**src/design/la_pkg.sv**
```systemverilog
package la_pkg;

    localparam int bus_id_w = 4;   // fixed id width of the slave bus
    localparam int sample_w = 8;   // one sample byte, four to a memory word

    // per-channel condition value
    typedef enum logic [2:0] {
        LOGIC0,
        LOGIC1,
        DONT_CARE,
        RISE,
        FALL,
        ANY_EDGE,
        NO_CHANGE,
        SOME_NUMBER      // treated as don't care
    } trig_val_e;

    // comparison operator, only OP_NE differs from OP_EQ
    typedef enum logic [2:0] {
        OP_EQ,
        OP_NE,
        OP_LT,
        OP_LE,
        OP_GT,
        OP_GE
    } trig_op_e;

    typedef struct packed {
        trig_val_e value;   // bits 5:3
        trig_op_e  op;      // bits 2:0
    } chan_cfg_t;

    localparam chan_cfg_t chan_cfg_rst = '{value: DONT_CARE, op: OP_EQ};   // reads 0x10

    typedef enum logic [1:0] {GLOBAL_AND, GLOBAL_OR, GLOBAL_NAND, GLOBAL_NOR} global_mode_e;

    typedef enum logic [1:0] {RESP_OKAY = 2'd0, RESP_SLVERR = 2'd2} axi_resp_e;

    typedef enum logic [1:0] {BURST_FIXED, BURST_INCR, BURST_WRAP, BURST_RSVD} axi_burst_e;

    // trigger stage to storage stage
    typedef struct packed {
        logic [sample_w-1:0] sample;
        logic                hit;
    } trig_beat_t;

    // register map, word addresses
    localparam logic [31:0] REG_CTRL      = 32'h0000_0000;
    localparam logic [31:0] REG_MODE      = 32'h0000_0001;
    localparam logic [31:0] REG_CHAN_BASE = 32'h0000_0010;
    localparam logic [31:0] WAVE_BASE     = 32'h0100_0000;   // whole 0x01xx_xxxx region

    localparam int CTRL_ON_BIT    = 0;
    localparam int CTRL_FORCE_BIT = 8;
    localparam int CTRL_BUSY_BIT  = 16;
    localparam int CTRL_DONE_BIT  = 24;

endpackage

```
**src/design/axi_reg_slave.sv**
```systemverilog
`timescale 1ns/100ps

module axi_reg_slave import la_pkg::*; #(
    parameter int chan_num        = 8,
    parameter int wave_addr_width = 12
) (
    input  logic                       clk,
    input  logic                       analyzer_rstn_sync,
    input  logic [bus_id_w-1:0]        aw_id,
    input  logic [31:0]                aw_addr,
    input  logic [7:0]                 aw_len,    // write bursts end on w_last
    input  logic [1:0]                 aw_burst,
    input  logic                       aw_valid,
    output logic                       aw_ready,
    input  logic [31:0]                w_data,
    input  logic [3:0]                 w_strb,
    input  logic                       w_last,
    input  logic                       w_valid,
    output logic                       w_ready,
    output logic [bus_id_w-1:0]        b_id,
    output logic [1:0]                 b_resp,
    output logic                       b_valid,
    input  logic                       b_ready,
    input  logic [bus_id_w-1:0]        ar_id,
    input  logic [31:0]                ar_addr,
    input  logic [7:0]                 ar_len,
    input  logic [1:0]                 ar_burst,
    input  logic                       ar_valid,
    output logic                       ar_ready,
    output logic [bus_id_w-1:0]        r_id,
    output logic [31:0]                r_data,
    output logic [1:0]                 r_resp,
    output logic                       r_last,
    output logic                       r_valid,
    input  logic                       r_ready,
    output logic                       arm,
    output logic                       force_trig,
    output global_mode_e               mode,
    output chan_cfg_t [chan_num-1:0]   chan_cfg,
    output logic                       rearm,
    input  logic                       beat_hit,
    input  logic                       busy,
    input  logic                       done,
    output logic [wave_addr_width-1:0] wave_rd_addr,
    input  logic [31:0]                wave_word
);

    typedef enum logic [1:0] {WR_IDLE, WR_DATA, WR_RESP} wr_state_e;
    typedef enum logic {RD_IDLE, RD_DATA} rd_state_e;

    wr_state_e           wr_state;
    rd_state_e           rd_state;
    logic [bus_id_w-1:0] wr_id, rd_id;
    logic [31:0]         wr_addr, rd_addr;
    axi_burst_e          wr_burst, rd_burst;
    logic [7:0]          rd_len, rd_cnt;
    logic                wr_err, w_err_now, reg_wr;
    logic                aw_fire, w_fire, b_fire, ar_fire, r_fire;
    logic                addr_chg, r_hold, rd_wave;
    logic [31:0]         rd_mux, r_held;

    assign aw_fire   = aw_valid && aw_ready;
    assign w_fire    = w_valid && w_ready;
    assign b_fire    = b_valid && b_ready;
    assign w_ready   = (wr_state == WR_DATA);
    assign b_valid   = (wr_state == WR_RESP);
    assign b_id      = wr_id;
    assign b_resp    = wr_err ? RESP_SLVERR : RESP_OKAY;
    assign w_err_now = (wr_burst == BURST_WRAP) || (wr_burst == BURST_RSVD)
                       || (wr_addr[31:24] == WAVE_BASE[31:24]);   // wave memory is read only
    assign reg_wr    = w_fire && !w_err_now;
    assign rearm     = reg_wr && (wr_addr == REG_CTRL) && w_strb[0] && w_data[CTRL_ON_BIT];

    // write channel FSM
    always_ff @(posedge clk or negedge analyzer_rstn_sync) begin
        if (!analyzer_rstn_sync) begin
            wr_state <= WR_IDLE;
            aw_ready <= 1'b0;
            wr_err   <= 1'b0;
        end else begin
            case (wr_state)
                WR_IDLE: if (aw_fire) wr_state <= WR_DATA;
                WR_DATA: if (w_fire && w_last) wr_state <= WR_RESP;
                default: if (b_fire) wr_state <= WR_IDLE;
            endcase
            aw_ready <= (wr_state == WR_IDLE && !aw_fire) || b_fire;
            if (aw_fire) begin
                wr_err <= 1'b0;
            end else if (w_fire && w_err_now) begin
                wr_err <= 1'b1;   // sticky until next burst
            end
        end
    end

    always_ff @(posedge clk) begin
        if (aw_fire) begin
            wr_id    <= aw_id;
            wr_addr  <= aw_addr;
            wr_burst <= axi_burst_e'(aw_burst);
        end else if (w_fire && wr_burst == BURST_INCR) begin
            wr_addr <= wr_addr + 32'd1;
        end
    end

    // control registers, strobe 0 for low fields and strobe 1 for force
    always_ff @(posedge clk or negedge analyzer_rstn_sync) begin
        if (!analyzer_rstn_sync) begin
            arm        <= 1'b0;
            force_trig <= 1'b0;
            mode       <= GLOBAL_AND;
            chan_cfg   <= {chan_num{chan_cfg_rst}};
        end else begin
            force_trig <= 1'b0;   // single cycle pulse
            if (beat_hit) begin
                arm <= 1'b0;
            end
            if (reg_wr && w_strb[0]) begin
                if (wr_addr == REG_CTRL) arm <= w_data[CTRL_ON_BIT];
                if (wr_addr == REG_MODE) mode <= global_mode_e'(w_data[1:0]);
                for (int i = 0; i < chan_num; i++) begin
                    if (wr_addr == REG_CHAN_BASE + 32'(i)) chan_cfg[i] <= chan_cfg_t'(w_data[5:0]);
                end
            end
            if (reg_wr && w_strb[1] && wr_addr == REG_CTRL) begin
                force_trig <= w_data[CTRL_FORCE_BIT];
            end
        end
    end

    assign ar_fire      = ar_valid && ar_ready;
    assign r_fire       = r_valid && r_ready;
    assign rd_wave      = (rd_addr[31:24] == WAVE_BASE[31:24]);
    assign r_valid      = (rd_state == RD_DATA) && !(rd_wave && addr_chg);   // memory needs a cycle
    assign r_last       = (rd_state == RD_DATA) && (rd_cnt == rd_len);
    assign r_resp       = (rd_burst == BURST_WRAP || rd_burst == BURST_RSVD) ? RESP_SLVERR : RESP_OKAY;
    assign r_id         = rd_id;
    assign r_data       = r_hold ? r_held : rd_mux;
    assign wave_rd_addr = rd_addr[wave_addr_width-1:0];

    // read channel FSM
    always_ff @(posedge clk or negedge analyzer_rstn_sync) begin
        if (!analyzer_rstn_sync) begin
            rd_state <= RD_IDLE;
            ar_ready <= 1'b0;
            addr_chg <= 1'b0;
            r_hold   <= 1'b0;
        end else begin
            case (rd_state)
                RD_IDLE: if (ar_fire) rd_state <= RD_DATA;
                default: if (r_fire && r_last) rd_state <= RD_IDLE;
            endcase
            ar_ready <= (rd_state == RD_IDLE && !ar_fire) || (r_fire && r_last);
            addr_chg <= ar_fire || (r_fire && rd_burst == BURST_INCR);
            r_hold   <= r_valid && !r_ready;
        end
    end

    always_ff @(posedge clk) begin
        if (ar_fire) begin
            rd_id    <= ar_id;
            rd_addr  <= ar_addr;
            rd_len   <= ar_len;
            rd_burst <= axi_burst_e'(ar_burst);
            rd_cnt   <= '0;
        end else if (r_fire) begin
            rd_cnt <= rd_cnt + 8'd1;
            if (rd_burst == BURST_INCR) rd_addr <= rd_addr + 32'd1;   // FIXED rereads
        end
        if (r_valid && !r_hold) begin
            r_held <= rd_mux;   // frozen while the master stalls
        end
    end

    always_comb begin
        rd_mux = '1;   // unmapped
        if (rd_wave) begin
            rd_mux = wave_word;
        end else if (rd_addr == REG_CTRL) begin
            rd_mux                 = '0;
            rd_mux[CTRL_ON_BIT]    = arm;
            rd_mux[CTRL_FORCE_BIT] = force_trig;
            rd_mux[CTRL_BUSY_BIT]  = busy;
            rd_mux[CTRL_DONE_BIT]  = done;
        end else if (rd_addr == REG_MODE) begin
            rd_mux = 32'(mode);
        end else begin
            for (int i = 0; i < chan_num; i++) begin
                if (rd_addr == REG_CHAN_BASE + 32'(i)) rd_mux = 32'(chan_cfg[i]);
            end
        end
    end

endmodule

```
**config.mk**
```make
export PLATFORM = sky130hd
export DESIGN_NAME = axi_reg_slave
export DESIGN_NICKNAME = d
export VERILOG_FILES = /design/src/design/la_pkg.sv /design/src/design/axi_reg_slave.sv
export SDC_FILE = /design/constraint.sdc
export NUM_CORES = 1
export LEC_CHECK = 0
export ABC_AREA = 0
export BUFFER_PORTS_ARGS = -buffer_cell sky130_fd_sc_hd__buf_4
export CAP_MARGIN = 20
export CORE_MARGIN = 2
export CORE_UTILIZATION = 55
export CTS_BUF_LIST = sky130_fd_sc_hd__clkbuf_4 sky130_fd_sc_hd__clkbuf_8
export DETAILED_ROUTE_END_ITERATION = 10
export GPL_ROUTABILITY_DRIVEN = 0
export PLACE_DENSITY = 0.84
export SLEW_MARGIN = 20
export SYNTH_ARGS = -nofsm -noshare
export SYNTH_HDL_FRONTEND = slang
export SYNTH_SLANG_ARGS = --single-unit
```
**constraint.sdc**
```tcl
create_clock -name clk -period 5.6 [get_ports clk]
set_input_delay 0.28 -clock clk [delete_from_list [all_inputs] [get_ports clk]]
set_output_delay 0.28 -clock clk [all_outputs]
set_load 0.1 [all_outputs]
```
==> impl_results.md <==
- Status: finished, final reports clean
- Initial antenna violation count: 0
- GRT Total Usage: 28.0%
- Worst Hold Depth: 3
- Area contributors post-synth: edfxtp_1 (36%), dfrtp_1 (13%), mux2_2 (9.1%), nand2_1 (5.5%), xor2_1 (4.0%)
- Hold_buf cts: 24
- Leak: 4.92 nW
- CTS Sinks: 184
- Post-DR vias/cell: 5.76
- Post-CTS Setup Repair Bufs: 0
- I/O Buffers: 248
- Worst Setup Slack, final: 1.65 ns
- Core Rows: 48
- Synthesized area per cell: 10.5 um^2
- Total number of vias: 8109
- # DRC: 0
- Layout cells sized above 1: 32.9%
- Final Skew: 0.0179 ns
- CORE AREA: 17400 um^2
- RSZ-0062 raised after global routing: no
- PwrDens: 348 nW/um^2
- XOR/XNOR share of the synthesized area: 6.70%
- Fin. Hold Viols: 0
- Post-synthesis mux area share: 9.28%
- Crit. End Element: output pin
- Layout Area Growth over Synthesis: 26.1%
- R2r setup slk: 2.46 ns
- Register area share after synthesis: 52.6%
- Root Buffer: clkbuf_8
- # IOs: 286
- Diodes inserted: 0
- Data required, critical path: 5.32 ns
- Max stage delay cell, worst path: ha_1
- Final setup fails: 0
- F_max: 253 MHz
- Slew Limit Fails: 0
- DRT Pass-1 Iters: 5
- Final design utilization: 71.2%
- Synth top area share: 35.5%
- Min-delay worst type: in -> reg
- Post-Synthesis Cells: 931
- Clock latency on the worst-skew pair: 0.48 ns
- Post-Synth Simple-Gate Area: 18.1%
- Worst-Margin Slew: 0.950 ns
- Largest net degree at the start of global routing: 66
- Asr flop ratio synth: 32.6%
- DP Worst Slack: 2.24 ns
- Crit path cell chain: inv_1 -> ha_1 -> clkinv_1 -> mux2i_1 -> o311ai_0 -> a2111oi_2 -> o21ai_1 -> mux2_2 -> buf_4
- Tcrit/Tclk final: 70.5%
- Fin crit period: 3.95 ns
- Number of global-route vias before repair: 7673
- Detailed Route Iter0 Violations: 773
- CTS Buf Count: 17
- Synth Area in Compound Gates: 8.33%
- Worst rel slew slack: 36.4%
- Clk slew on worst S/H paths: 0.10 ns
- Maximum VDD drop: 0.000256 V
- Fin Setup TNS: 0 ns
- Detail Route Antenna Nets: 0
- Largest family of logic cells by synthesized area: simple AND/OR/NAND/NOR gates
- Cell area after technology mapping: 9800 um^2
- Initial core utilization: 56.5%
- Setup CP Type: reg -> out
- H-Tree Depth: 4
- Clock Path Buffers: 2
- #FFs+latches synth: 184
- Hpwl dp: 18.7 mm
- CTS tree: built
- Final nets: 1351
- Post-CTS Resized: 0
- Max Cap Viol: 0
- Post-synth EDFFs: 116
- Cells after DPL: 1353
- Crit path DAT: 3.67 ns
- GRT overflow: 0
- Die Area: 18900 um^2
- Cell taking the most area after synthesis: edfxtp_1
- Die W: 138 um
- Post-Route WL: 26.7 mm
- Primary FF master, synth: edfxtp_1
- Reg2reg path depth: 7
- Cell Area, Placed: 11700 um^2
- Yosys warns: 0
- Worst setup SP type: flip-flop
- Average wire per standard cell: 18.9 um
- Synthesized-area fraction occupied by adder cells: 1.15%
- Final instance area: 12400 um^2
- First-pass GRT wire length: 40.3 mm
- CP max stage delay: 0.60 ns
- Post-route insts no fill: 1409
- Die Height: 138 um
- Maximum fanout along the worst path: 18
- Synth unique cells: 66
[stage by stage]
| stage | hold WS, ns | power [mW] |
|---|---|---|
| floorplan | -0.0156 | 3.00 |
| global placement | 0.395 | 3.31 |
| detailed placement | 0.400 | 3.36 |
| CTS | 0.0500 | 4.29 |
| global route | 0.0643 | 4.50 |
| finish | 0.0727 | 4.31 |
[worst paths after layout]
check                                    from      endpoint
min                               ar_addr[23]   rd_addr[23]
max                                rd_addr[1]     r_data[1]
max in group asynchronous  analyzer_rstn_sync        r_hold
min in group asynchronous  analyzer_rstn_sync  chan_cfg[27]
min reg2reg                            wr_err        wr_err
max reg2reg                        rd_addr[0]   rd_addr[30]
[cell families (layout without fill, tap and decap cells)]
kind of cell | after synthesis | in the layout
and+or+nand+nor | 364 | 364
DFF | 184 | 184
AOI/OAI and AO/OA | 135 | 135
buffers and inverters | 82 | 334
muxes | 81 | 81
xor gates and xnor gates | 75 | 75
adders and majority gates | 9 | 9
other | 1 | 2
[flip-flops by register name (all words and copies together) (netlist names), 4 cells and up]
| name | count |
|---|---|
| rd_addr | 32 |
| b_id | 4 |
| r_held | 32 |
| rd_cnt | 8 |
| r_id | 4 |
| chan_cfg | 48 |
| wr_addr | 32 |
| rd_len | 8 |
[worst max-delay path: cells and delay by family, from the launching register on]
kind | cells | cell delay, ns
DFF | 1 | 0.52
buffers and inverters | 3 | 0.81
AOI/OAI and AO/OA | 3 | 0.74
muxes | 2 | 0.53
adders and majority gates | 1 | 0.60
[cells in the final DEF (no fill, tap or decap), drive strengths merged, types with 8 or more instances in the layout]
| cell type | n |
|---|---|
| and3 | 14 |
| edfxtp | 116 |
| xnor2 | 30 |
| dlygate4sd3 | 24 |
| dfstp | 8 |
| nand4 | 20 |
| a21oi | 51 |
| nor3 | 11 |
| ha | 9 |
| nor2b | 9 |
| inv | 30 |
| nor4 | 18 |
| clkbuf | 19 |
| buf | 252 |
| dfrtp | 52 |
| xor2 | 45 |
| nand2 | 145 |
| nor2 | 82 |
| mux2 | 79 |
| o21ai | 38 |
| nand3 | 36 |
| dfxtp | 8 |
[synth_stat cells (3+ instances only)]
master	number
and3_1	14
nor3_1	10
buf_1	5
ha_1	9
nor2b_1	9
xnor2_1	30
o22ai_1	5
nor4_1	13
a21oi_1	51
nand3_1	36
nand2b_1	3
nand2_1	144
dfstp_2	8
and4_1	6
nand4_1	20
o21ai_0	36
a31oi_1	6
o31ai_1	5
mux2_2	79
dfrtp_1	52
o211ai_1	3
buf_4	16
inv_1	25
xor2_1	45
or2_2	3
nor2_1	82
o221ai_1	7
nor4_4	3
nor3b_1	4
a211o_1	3
edfxtp_1	116
dfxtp_1	8
clkbuf_1	32
[final cells by class]
| type | count | area (um^2) |
|---|---|---|
| clock buffer | 19 | 262 |
| clock inverter | 13 | 145 |
| fill | 1264 | 4990 |
| inverter | 26 | 97.6 |
| multi-input combinational | 666 | 4290 |
| sequential | 184 | 5160 |
| tap | 225 | 282 |
| timing repair buffer | 276 | 2130 |
[routing by layer]
metal / GRT usage [%] / routed length [um]
met1: 37.0 / 11000
met2: 45.0 / 12700
met3: 6.70 / 2090
met4: 10.3 / 872
met5: 0 / 0
[report_power, final]
group | switching (mW) | leakage, nW | total [mW] | internal, mW
combinational | 0.948 | 2.85 | 1.38 | 0.428
clock | 0.507 | 0.215 | 0.934 | 0.427
sequential | 0.244 | 1.85 | 2.00 | 1.75
Power figures use the tool's default switching activity.
