`src/design/la_pkg.sv`:
```
package la_pkg;

    localparam int bus_id_w = 4;   // fixed id width of the slave bus
    localparam int sample_w = 8;   // one sample byte, four to a memory word

    // per-channel condition value
    typedef enum logic [2:0] {
        LOGIC0,
        LOGIC1,
        DONT_CARE,
        RISE,
        FALL,
        ANY_EDGE,
        NO_CHANGE,
        SOME_NUMBER      // treated as don't care
    } trig_val_e;

    // comparison operator, only OP_NE differs from OP_EQ
    typedef enum logic [2:0] {
        OP_EQ,
        OP_NE,
        OP_LT,
        OP_LE,
        OP_GT,
        OP_GE
    } trig_op_e;

    typedef struct packed {
        trig_val_e value;   // bits 5:3
        trig_op_e  op;      // bits 2:0
    } chan_cfg_t;

    localparam chan_cfg_t chan_cfg_rst = '{value: DONT_CARE, op: OP_EQ};   // reads 0x10

    typedef enum logic [1:0] {GLOBAL_AND, GLOBAL_OR, GLOBAL_NAND, GLOBAL_NOR} global_mode_e;

    typedef enum logic [1:0] {RESP_OKAY = 2'd0, RESP_SLVERR = 2'd2} axi_resp_e;

    typedef enum logic [1:0] {BURST_FIXED, BURST_INCR, BURST_WRAP, BURST_RSVD} axi_burst_e;

    // trigger stage to storage stage
    typedef struct packed {
        logic [sample_w-1:0] sample;
        logic                hit;
    } trig_beat_t;

    // register map, word addresses
    localparam logic [31:0] REG_CTRL      = 32'h0000_0000;
    localparam logic [31:0] REG_MODE      = 32'h0000_0001;
    localparam logic [31:0] REG_CHAN_BASE = 32'h0000_0010;
    localparam logic [31:0] WAVE_BASE     = 32'h0100_0000;   // whole 0x01xx_xxxx region

    localparam int CTRL_ON_BIT    = 0;
    localparam int CTRL_FORCE_BIT = 8;
    localparam int CTRL_BUSY_BIT  = 16;
    localparam int CTRL_DONE_BIT  = 24;

endpackage

```
`src/design/channel_trigger.sv`:
```
`timescale 1ns/100ps

module channel_trigger import la_pkg::*; (
    input  logic      clk,
    input  logic      analyzer_rstn_sync,
    input  logic      din,
    input  chan_cfg_t cfg,
    output logic      match
);

    logic prev;   // sample of the previous cycle
    logic raw;

    always_ff @(posedge clk or negedge analyzer_rstn_sync) begin
        if (!analyzer_rstn_sync) begin
            prev <= 1'b0;
        end else begin
            prev <= din;
        end
    end

    // condition value against the current level and last sample
    always_comb begin
        case (cfg.value)
            LOGIC0:    raw = ~din;
            LOGIC1:    raw = din;
            RISE:      raw = din & ~prev;
            FALL:      raw = ~din & prev;
            ANY_EDGE:  raw = din ^ prev;
            NO_CHANGE: raw = din ~^ prev;
            default:   raw = 1'b1;   // DONT_CARE, SOME_NUMBER
        endcase
    end

    // ordering operators fall back to plain equality
    assign match = (cfg.op == OP_NE) ? ~raw : raw;

endmodule

```
`src/design/trigger_unit.sv`:
```
`timescale 1ns/100ps

module trigger_unit import la_pkg::*; #(
    parameter int chan_num = 8
) (
    input  logic                     clk,
    input  logic                     analyzer_rstn_sync,
    input  logic [chan_num-1:0]      digital_in,
    input  logic                     arm,
    input  logic                     force_trig,
    input  global_mode_e             mode,
    input  chan_cfg_t [chan_num-1:0] chan_cfg,
    output trig_beat_t               beat
);

    logic [chan_num-1:0] chan_match;
    logic                comb_hit;

    for (genvar i = 0; i < chan_num; i++) begin : g_chan
        channel_trigger u_chan (
            .clk                (clk),
            .analyzer_rstn_sync (analyzer_rstn_sync),
            .din                (digital_in[i]),
            .cfg                (chan_cfg[i]),
            .match              (chan_match[i])
        );
    end

    // global combine of the per-channel matches
    always_comb begin
        case (mode)
            GLOBAL_AND:  comb_hit = &chan_match;
            GLOBAL_OR:   comb_hit = |chan_match;
            GLOBAL_NAND: comb_hit = ~(&chan_match);
            default:     comb_hit = ~(|chan_match);
        endcase
    end

    // sample k leaves here in cycle k+1 with its own hit
    always_ff @(posedge clk or negedge analyzer_rstn_sync) begin
        if (!analyzer_rstn_sync) begin
            beat <= '0;
        end else begin
            beat.sample <= sample_w'(digital_in);
            beat.hit    <= (arm & comb_hit) | force_trig;   // force needs no arm
        end
    end

endmodule

```
`config.mk`:
```
export PLATFORM = sky130hd
export DESIGN_NAME = trigger_unit
export DESIGN_NICKNAME = d
export VERILOG_FILES = /design/src/design/la_pkg.sv /design/src/design/channel_trigger.sv /design/src/design/trigger_unit.sv
export SDC_FILE = /design/constraint.sdc
export NUM_CORES = 1
export LEC_CHECK = 0
export BUFFER_PORTS_ARGS = -buffer_cell sky130_fd_sc_hd__buf_2
export CAP_MARGIN = 20
export CORE_MARGIN = 10
export CORE_UTILIZATION = 48
export CTS_CLUSTER_DIAMETER = 150
export DETAILED_ROUTE_END_ITERATION = 12
export PLACE_DENSITY_LB_ADDON = 0.15
export SETUP_SLACK_MARGIN = 0.2
export SLEW_MARGIN = 20
export SYNTH_ARGS = -nofsm -noshare
export SYNTH_HDL_FRONTEND = slang
export SYNTH_SLANG_ARGS = --single-unit
```
`constraint.sdc`:
```
create_clock -name clk -period 4.2 [get_ports clk]
set_input_delay 0.42 -clock clk [delete_from_list [all_inputs] [get_ports clk]]
set_output_delay 0.42 -clock clk [all_outputs]
set_load 0.03 [all_outputs]
```
==> results of run 1 <==
kinds of logic (layout without fill, tap and decap cells):
kind of cell | count (synthesis) | count (layout) | share of synthesized area, %
compound gates | 34 | 34 | 23.14
xor+xnor | 9 | 9 | 7.645
fa+ha+maj | 16 | 16 | 16.31
buf+inv | 36 | 102 | 13.46
flops | 9 | 9 | 18.35
mux | 2 | 2 | 1.631
simple gates | 49 | 49 | 19.47
final cells by class:
class | instances | area [sq um] | share of cell area (%)
Tap cell | 30 | 37.54 | 2.373
Multi-Input combinational cell | 110 | 837.1 | 52.93
Timing Repair Buffer | 70 | 350.3 | 22.15
Clock buffer | 4 | 26.28 | 1.661
Inverter | 28 | 105.1 | 6.646
Sequential cell | 9 | 225.2 | 14.24
Yosys cell counts (3+ instances only):
cell	n
inv_1	28
nor3b_1	8
a21oi_1	5
dfrtp_1	9
o311ai_2	3
a211o_1	3
ha_1	16
nor2_1	22
a2111o_1	3
o21ai_0	5
a311oi_1	3
a221oi_1	3
nand2_1	9
buf_4	8
xor2_1	7
path summary, 6_finish.rpt:
| check | end | slack [ns] | depth (start not counted) |
|---|---|---|---|
| setup reg to reg | beat[0] | 1.97 | 8 |
| hold reg to reg | beat[0] | 1.31 | 7 |
| setup / recovery | beat[0] | 1.97 | 8 |
| hold / removal | beat[0] | 0.01 | 1 |
| max in group asynchronous | beat[2] | 3.98 | 1 |
| min in group clk | beat[8] | 0.30 | 1 |
where the power goes:
| group | total (mW) | switching [mW] | internal (mW) |
|---|---|---|---|
| sequential | 0.0946 | 0.00329 | 0.0913 |
| clock | 0.0699 | 0.0332 | 0.0367 |
| combinational | 0.132 | 0.0724 | 0.0594 |
| total | 0.296 | 0.109 | 0.187 |
per-stage QoR:
stage / cell area (sq um) / instances / total power [mW]
2_1_floorplan: 1227 / 155 / 0.1757
3_3_place_gp: 1555 / 247 / 0.2206
3_5_place_dp: 1555 / 247 / 0.2284
4_1_cts: 1582 / 251 / 0.3016
5_1_grt: 1582 / 251 / 0.3227
6_report: 1582 / 251 / 0.2963
layer usage:
metal  global-route usage, %  vias up  part of all wire (%)
met5                       0        -                     0
met4                   2.366        0                  0.38
met3                   5.300        2                   8.2
met2                   24.65       50                    52
met1                   13.37      602                    40
li1                        -      663                     -
==> flow_summary.json, run 1 <==
{
  "outcome": "finished clean",
  "antenna_found_initial": 0,
  "path_clk_slew_ns": 0.07,
  "area_growth_pct": 28.85,
  "ant_nets": 0,
  "routabilityCongestion": 0.8294,
  "setup_viol": 0,
  "slew_headroom_pct": 74.12,
  "setup_slack_ns": 1.973,
  "grt_remaining_overflow": 0,
  "syn_inst": 155,
  "syn-num-nets": 233,
  "cts_buffers": 3,
  "maxCapViolations": 0,
  "synth_ff_type": "dfrtp_1",
  "dieHeight_um": 70.57,
  "avgViaCountPerCell": 5.247,
  "final_util_pct": 64.42,
  "rsz0062_at_grt": "false",
  "cts-root-buf": "clkbuf_4",
  "tns_ns": 0,
  "max_stage_delay_ns": 0.40,
  "first_iter_violations": 57,
  "cpMaxStageDelayCell": "dfrtp_1",
  "p_leak_nw": 0.8532,
  "grt_max_degree": 10,
  "grt_pass1_wl_mm": 5.671,
  "port_buffers": 70,
  "dp_hpwl_mm": 3.014,
  "diodes": 0,
  "clk_latency_ns": 0.26,
  "ir_worst_vdd_mv": 0.1629,
  "netlist.area_leader.share_pct": 18.35,
  "boundaryPins": 71,
  "cts.repair.resized": 0,
  "wl_per_cell_um": 13.55,
  "synth_edf_count": 0,
  "final_hold_viol_count": 0,
  "ctsHoldBuffers": 0,
  "reg2reg_from": "beat[1]",
  "hp-class": "in2async",
  "synth_area_leaders": "dfrtp_1, ha_1, inv_1, nor2_1, xor2_1",
  "largest_register_ffs": 9,
  "slew_viol_final": 0,
  "cp_max_fo": 3,
  "ys_seq_elements": 9,
  "die-area_sq_mm": 0.004980,
  "start_util_pct": 50.00,
  "critPathKind": "reg2reg",
  "synth_top_area_cell": "dfrtp_1",
  "core_sq_mm": 0.002455,
  "crit_path_end_kind": "flop",
  "final_common_cell": "buf_2",
  "synth_cell_types": 30,
  "die_x_um": 70.57,
  "ys_async_sr_fraction_pct": 100.0,
  "totalWireLength_mm": 3.400,
  "via_count": 1317,
  "fin_nets": 300,
  "row_count": 18,
  "grt_pass1_vias": 1392,
  "cts_tree": "done",
  "period_needed_ns": 2.227,
  "cts.sinks": 9,
  "cp-startpoint": "beat[1]",
  "yosysSeqAreaShare_pct": 18.35,
  "start_kind": "flop",
  "worst_pin_slew_ns": 0.3784,
  "syn_area_sq_mm": 0.001227,
  "crit_family": "compound AO/OA/AOI/OAI gates",
  "finClkSkew_ns": 0.003089,
  "cts.htree.levels": 1,
  "yosys_warnings": 0,
  "cp.required_ns": 4.38,
  "firstDrtPassIters": 4,
  "n_fill_cell": 220,
  "drive_above_1_share_pct": 35.75,
  "period_share_pct": 53.02,
  "final_cell_mix": "buf_2, inv_1, nor2_1",
  "crit_chain": "ha_1 -> nor3b_1 -> a211oi_1 -> a311oi_1 -> xor2_1 -> nand3_1 -> o41a_1 -> o211ai_1",
  "powerDensity_mw_per_mm2": 187.3,
  "place_worst_setup_slack_ns": 1.780,
  "fmax_mhz": 449.0,
  "cp_num_buf_inv": 0,
  "track_usage_pct": 13.11,
  "regMostFlops": "beat",
  "hold-worst-slack_ns": 0.01480,
  "syn_area_per_cell_sq_um": 7.919,
  "largestRegisters": "beat x9",
  "post-cts-setup-buffer-count": 0,
  "drc": 0,
  "critical_path_arrival_ns": 2.41,
  "clockBufferDepth": 2
}
Note: power is estimated with default switching activity, not from simulation.
==> inputs of run 2 (changes only) <==
--- a/config.mk
+++ b/config.mk
@@ -8,7 +8,7 @@
 export BUFFER_PORTS_ARGS = -buffer_cell sky130_fd_sc_hd__buf_2
 export CAP_MARGIN = 20
 export CORE_MARGIN = 10
-export CORE_UTILIZATION = 48
+export CORE_UTILIZATION = 44
 export CTS_CLUSTER_DIAMETER = 150
 export DETAILED_ROUTE_END_ITERATION = 12
 export PLACE_DENSITY_LB_ADDON = 0.15
==> constraint.sdc (replaced) <==
create_clock -name clk -period 2.25 [get_ports clk]
set_input_delay 0.225 -clock clk [delete_from_list [all_inputs] [get_ports clk]]
set_output_delay 0.225 -clock clk [all_outputs]
set_load 0.03 [all_outputs]
==> run 2 against run 1 <==
  * Clock skew increased by 0.0047 ns
  * Critical endpoint unchanged
  * Combinational power grew 120%
  * Clock power is 92% higher
  * Die area increased by 6.5%
  * Setup slack got worse by 1.8 ns
  * Core utilization rose by 0.44 points
  * First-iteration DRC count fell by 25%
  * Critical path type unchanged
  * Via count increased by 0.15%
  * Register-to-register slack worse by 1.8 ns
==> flow_summary.json, run 2 (synthesis results as in run 1) <==
{
  "outcome": "finished clean",
  "rsz0062_at_grt": "true",
  "fin_nets": 302,
  "grt_remaining_overflow": 0,
  "row_count": 19,
  "final_hold_viol_count": 0,
  "path_clk_slew_ns": 0.07,
  "via_count": 1319,
  "drc": 0,
  "slew_headroom_pct": 68.27,
  "wl_per_cell_um": 14.22,
  "start_util_pct": 45.29,
  "die_x_um": 72.82,
  "totalWireLength_mm": 3.611,
  "critical_path_arrival_ns": 2.30,
  "period_needed_ns": 2.121,
  "hp-class": "in2reg",
  "clk_latency_ns": 0.27,
  "diodes": 0,
  "worst_pin_slew_ns": 0.4748,
  "p_total_mw": 0.6024,
  "clockBufferDepth": 2,
  "cts_tree": "done",
  "period_share_pct": 94.26,
  "area_growth_pct": 43.22,
  "dieHeight_um": 72.82,
  "antenna_found_initial": 0,
  "cp.required_ns": 2.43,
  "grt_pass1_wl_mm": 5.658,
  "r2r_cells": 8,
  "max_stage_delay_ns": 0.43,
  "setup_viol": 0,
  "track_usage_pct": 12.74,
  "largestRegisters": "beat x9",
  "cts.sinks": 9,
  "final_cell_mix": "buf_2, inv_1, nor2_1",
  "tns_ns": 0,
  "cts-root-buf": "clkbuf_4",
  "first_iter_violations": 43,
  "cts_buffers": 3,
  "firstDrtPassIters": 4,
  "boundaryPins": 71,
  "crit_chain": "ha_1 -> nor2_2 -> a221oi_2 -> a31oi_2 -> xor2_2 -> nand4_1 -> o41a_1 -> o211ai_1",
  "core_sq_mm": 0.002710,
  "place_worst_setup_slack_ns": 0.06450,
  "critPathKind": "reg2reg",
  "avgViaCountPerCell": 5.193,
  "final_common_cell": "buf_2",
  "finClkSkew_ns": 0.007802,
  "p_leak_nw": 0.8848,
  "slew_viol_final": 0,
  "crit_path_end_kind": "flop",
  "largest_register_ffs": 9,
  "ir_worst_vdd_mv": 0.2282,
  "regMostFlops": "beat",
  "dp_hpwl_mm": 3.017,
  "start_kind": "flop",
  "setup_slack_ns": 0.1291,
  "routabilityCongestion": 0.7210,
  "drive_above_1_share_pct": 45.74,
  "maxCapViolations": 0,
  "die-area_sq_mm": 0.005302,
  "cp_max_fo": 3,
  "fmax_mhz": 471.5,
  "hold_path_depth": 1,
  "grt_pass1_vias": 1360,
  "powerDensity_mw_per_mm2": 342.7,
  "cpMaxStageDelayCell": "o41a_1",
  "ant_nets": 0,
  "cts.htree.levels": 1,
  "port_buffers": 70,
  "grt_max_degree": 10
}
-- run 2: changes by cell type in the layout (fill, tap and decap cells not counted), moves of 3 or more --
cell,previous run,this run
nor3b_2,0,3
o21ai_0,5,2
nor2_1,22,19
ha_1,16,12
ha_4,0,3
nor3b_1,8,5
-- run 2: worst paths after layout --
path | start | to | slack [ns]
min reg2reg | beat[6] | beat[0] | 1.31
max | beat[8] | beat[0] | 0.13
min | digital_in[3] | beat[4] | 0.11
max reg2reg | beat[8] | beat[0] | 0.13
max in group asynchronous | analyzer_rstn_sync | beat[1] | 1.70
min in group asynchronous | analyzer_rstn_sync | beat[8] | 0.34
-- run 2: critical path, delay by kind of cell, from the launching register on --
kind / cells / cell delay, ns
AOI/OAI and AO/OA: 4 / 0.87
DFF: 1 / 0.40
and+or+nand+nor: 2 / 0.22
adders and majority gates: 1 / 0.31
xor gates and xnor gates: 1 / 0.22
-- run 2: area by class of cell --
type / instances / area (sq um)
Clock buffer: 4 / 26.28
Inverter: 28 / 105.1
Fill cell: 236 / 952.2
Timing Repair Buffer: 72 / 367.9
Multi-Input combinational cell: 110 / 994.7
Tap cell: 31 / 38.79
Sequential cell: 9 / 225.2
-- run 2: routing by layer --
layer  vias to the layer above  global-route usage [%]  routed length (um)
li1                        666                       -                   -
met1                       603                   13.83                1388
met2                        46                   23.12                1882
met3                         4                   3.673                 300
met4                         0                   3.797                  40
met5                         -                       0                   0
-- run 2: power by group --
group / internal (mW) / total, mW / leakage (nW) / switching, mW
clock: 0.0685 / 0.134 / 0.0150 / 0.0654
sequential: 0.170 / 0.178 / 0.104 / 0.00723
combinational: 0.133 / 0.291 / 0.766 / 0.158
total: 0.372 / 0.602 / 0.885 / 0.231
-- run 2: through the flow --
step | cell area, sq um | hold WS, ns | utilization (%) | cells
after floorplan | 1227 | -0.07059 | - | 155
after global placement | 1556 | 0.1029 | 57.43 | 248
after detailed placement | 1556 | 0.1094 | 57.43 | 248
after CTS | 1599 | 0.1014 | 59.00 | 253
after global routing | 1758 | 0.1091 | 64.87 | 254
final | 1758 | 0.1101 | 64.87 | 254
-- run 2: what timing repair did --
action                     4_1_cts  5_1_grt
pin swaps                        7       21
resized for setup                2       28
hold endpoints to repair         9        0
setup endpoints to repair        1        1
setup buffers                    0        1
hold buffers                     1        0
==> inputs of run 3 (changes only) <==
--- a/config.mk
+++ b/config.mk
@@ -7,8 +7,10 @@
 export LEC_CHECK = 0
 export BUFFER_PORTS_ARGS = -buffer_cell sky130_fd_sc_hd__buf_2
 export CAP_MARGIN = 20
+export CELL_PAD_IN_SITES_DETAIL_PLACEMENT = 0
+export CELL_PAD_IN_SITES_GLOBAL_PLACEMENT = 1
 export CORE_MARGIN = 10
-export CORE_UTILIZATION = 44
+export CORE_UTILIZATION = 30
 export CTS_CLUSTER_DIAMETER = 150
 export DETAILED_ROUTE_END_ITERATION = 12
 export PLACE_DENSITY_LB_ADDON = 0.15
==> run 3 against run 2 <==
  * Via count up 0.83%
  * Setup slack better by 0.0095 ns
  * Worst hold slack better by 0.024 ns
  * Routed wire length up 8.2%
  * Core utilization down 17 points
  * Largest cell class unchanged
  * Highest routed layer unchanged
  * Count of clock-buffer cells in the layout unchanged
  * Die area up 33%
  * Register-to-register slack about the same
  * Design area up 9.1%
  * Global-route usage down 2.9 points
==> flow_summary.json, run 3 (synthesis results as in run 1) <==
{
  "outcome": "finished clean",
  "largest_register_ffs": 9,
  "slew_viol_final": 0,
  "period_share_pct": 93.84,
  "grt_pass1_vias": 1421,
  "cts_tree": "done",
  "critPathKind": "reg2reg",
  "hold_path_depth": 1,
  "start_util_pct": 30.91,
  "powerDensity_mw_per_mm2": 367.8,
  "avgViaCountPerCell": 4.801,
  "ir_worst_vdd_mv": 0.1742,
  "grt_max_degree": 10,
  "area_growth_pct": 56.27,
  "rsz0062_at_grt": "true",
  "period_needed_ns": 2.111,
  "final_hold_viol_count": 0,
  "placed_area_sq_mm": 0.001580,
  "dieHeight_um": 83.97,
  "reg2reg_to": "beat[0]",
  "antenna_found_initial": 0,
  "p_sw_mw": 0.2583,
  "rrSetupSlack_ns": 0.14,
  "core_sq_mm": 0.003971,
  "boundaryPins": 71,
  "crit_chain": "ha_1 -> nor2_1 -> a221oi_2 -> a31oi_2 -> xor2_1 -> nand2_1 -> o41a_1 -> o211ai_1",
  "diodes": 0,
  "drive_above_1_share_pct": 51.10,
  "clockBufferDepth": 2,
  "maxCapViolations": 0,
  "largestRegisters": "beat x9",
  "final_cell_mix": "buf_2, inv_1, nor2_1",
  "worstHoldEndpoint": "beat[8]",
  "dp_hpwl_mm": 3.170,
  "hp-class": "in2reg",
  "swShare_pct": 36.61,
  "setup_viol": 0,
  "fmax_mhz": 473.6,
  "start_kind": "flop",
  "final_util_pct": 48.30,
  "die-area_sq_mm": 0.007050,
  "wl_per_cell_um": 14.10,
  "reg2reg_from": "beat[6]",
  "p_seq_share_pct": 25.4,
  "max_stage_delay_ns": 0.44,
  "crit_path_end_kind": "flop",
  "regMostFlops": "beat",
  "clkPwrFrac_pct": 28.7,
  "slew_headroom_pct": 71.32,
  "critical_path_arrival_ns": 2.27,
  "path_clk_slew_ns": 0.05,
  "totalWireLength_mm": 3.907,
  "port_buffers": 70,
  "cp.required_ns": 2.41,
  "fin_nets": 306,
  "row_count": 23,
  "cpMaxStageDelayCell": "o41a_1",
  "grt_pass1_wl_mm": 5.961,
  "worst_pin_slew_ns": 0.4291,
  "internal_power_mw": 0.4472,
  "final_common_cell": "buf_2",
  "routabilityCongestion": 0.8259,
  "final_area_sq_mm": 0.001918,
  "cts_buffers": 3,
  "cts.htree.levels": 1,
  "finClkSkew_ns": 0.002494,
  "firstDrtPassIters": 4,
  "cts.sinks": 9,
  "r2r_cells": 8,
  "cp_max_fo": 3,
  "track_usage_pct": 9.864,
  "grt_remaining_overflow": 0,
  "die_x_um": 83.97,
  "clk_latency_ns": 0.24,
  "p_comb_share_pct": 45.9,
  "ant_nets": 0,
  "via_count": 1330,
  "cts-root-buf": "clkbuf_8",
  "drc": 0,
  "hp-start": "digital_in[7]",
  "first_iter_violations": 30,
  "tns_ns": 0,
  "p_total_mw": 0.7055,
  "p_leak_nw": 0.9269
}
[run 3: changes by cell type in the layout (fill, tap and decap cells not counted), sizes merged]
cell	previous run	this run
buf	71	75
[run 3: layout make-up]
cell class	instances	area, sq um
fill	411	2053
multi-input combinational	110	1082
timing repair buffer	76	397.9
sequential	9	225.2
inverter	28	105.1
tap	50	62.56
clock buffer	4	45.04
[run 3: worst max path at each step]
stage | start | end | depth (start not counted)
after global routing | beat[3] | beat[0] | 8
after floorplan | beat[1] | beat[0] | 8
final | beat[6] | beat[0] | 8
after global placement | digital_in[0] | beat[0] | 10
after detailed placement | digital_in[0] | beat[0] | 10
after CTS | beat[2] | beat[0] | 8
[run 3: stage by stage]
stage	setup WS, ns	hold slack, ns	cells
finish	0.1386	0.1337	277
global route	0.03121	0.1404	277
CTS	0.1306	0.1306	272
detailed placement	0.07600	0.1133	267
global placement	0.1450	0.1157	267
floorplan	0.2431	-0.07059	155
[run 3: critical path: cells and delay by family, from the launching register on]
family | cells | cell delay, ns
compound gates | 4 | 0.79
xor+xnor | 1 | 0.25
fa+ha+maj | 1 | 0.32
flops | 1 | 0.39
simple gates | 2 | 0.29
[run 3: routing by layer]
layer | wire length (um) | vias up | track usage, % | share of wire, %
li1 | - | 672 | - | -
met3 | 254 | 5 | 2.832 | 6.5
met5 | 0 | - | 0 | 0
met4 | 77 | 0 | 5.023 | 2.0
met1 | 1539 | 611 | 10.27 | 39
met2 | 2035 | 42 | 17.49 | 52
[run 3: what timing repair did]
| action | in CTS | in global routing |
|---|---|---|
| resized for setup | 1 | 41 |
| hold endpoints to repair | 9 | 0 |
| hold buffers | 1 | 0 |
| endpoints found under the setup margin | 1 | 1 |
| setup buffers | 0 | 5 |
| cloned | 0 | 0 |
| pin swaps | 4 | 30 |
[run 3: power groups by stage]
stage / clock [mW] / sequential [mW] / combinational [mW]
2_1_floorplan: 0 / 0.181 / 0.147
4_1_cts: 0.209 / 0.177 / 0.250
3_3_place_gp: 0 / 0.179 / 0.237
3_5_place_dp: 0 / 0.180 / 0.247
6_report: 0.203 / 0.179 / 0.324
5_1_grt: 0.213 / 0.180 / 0.357
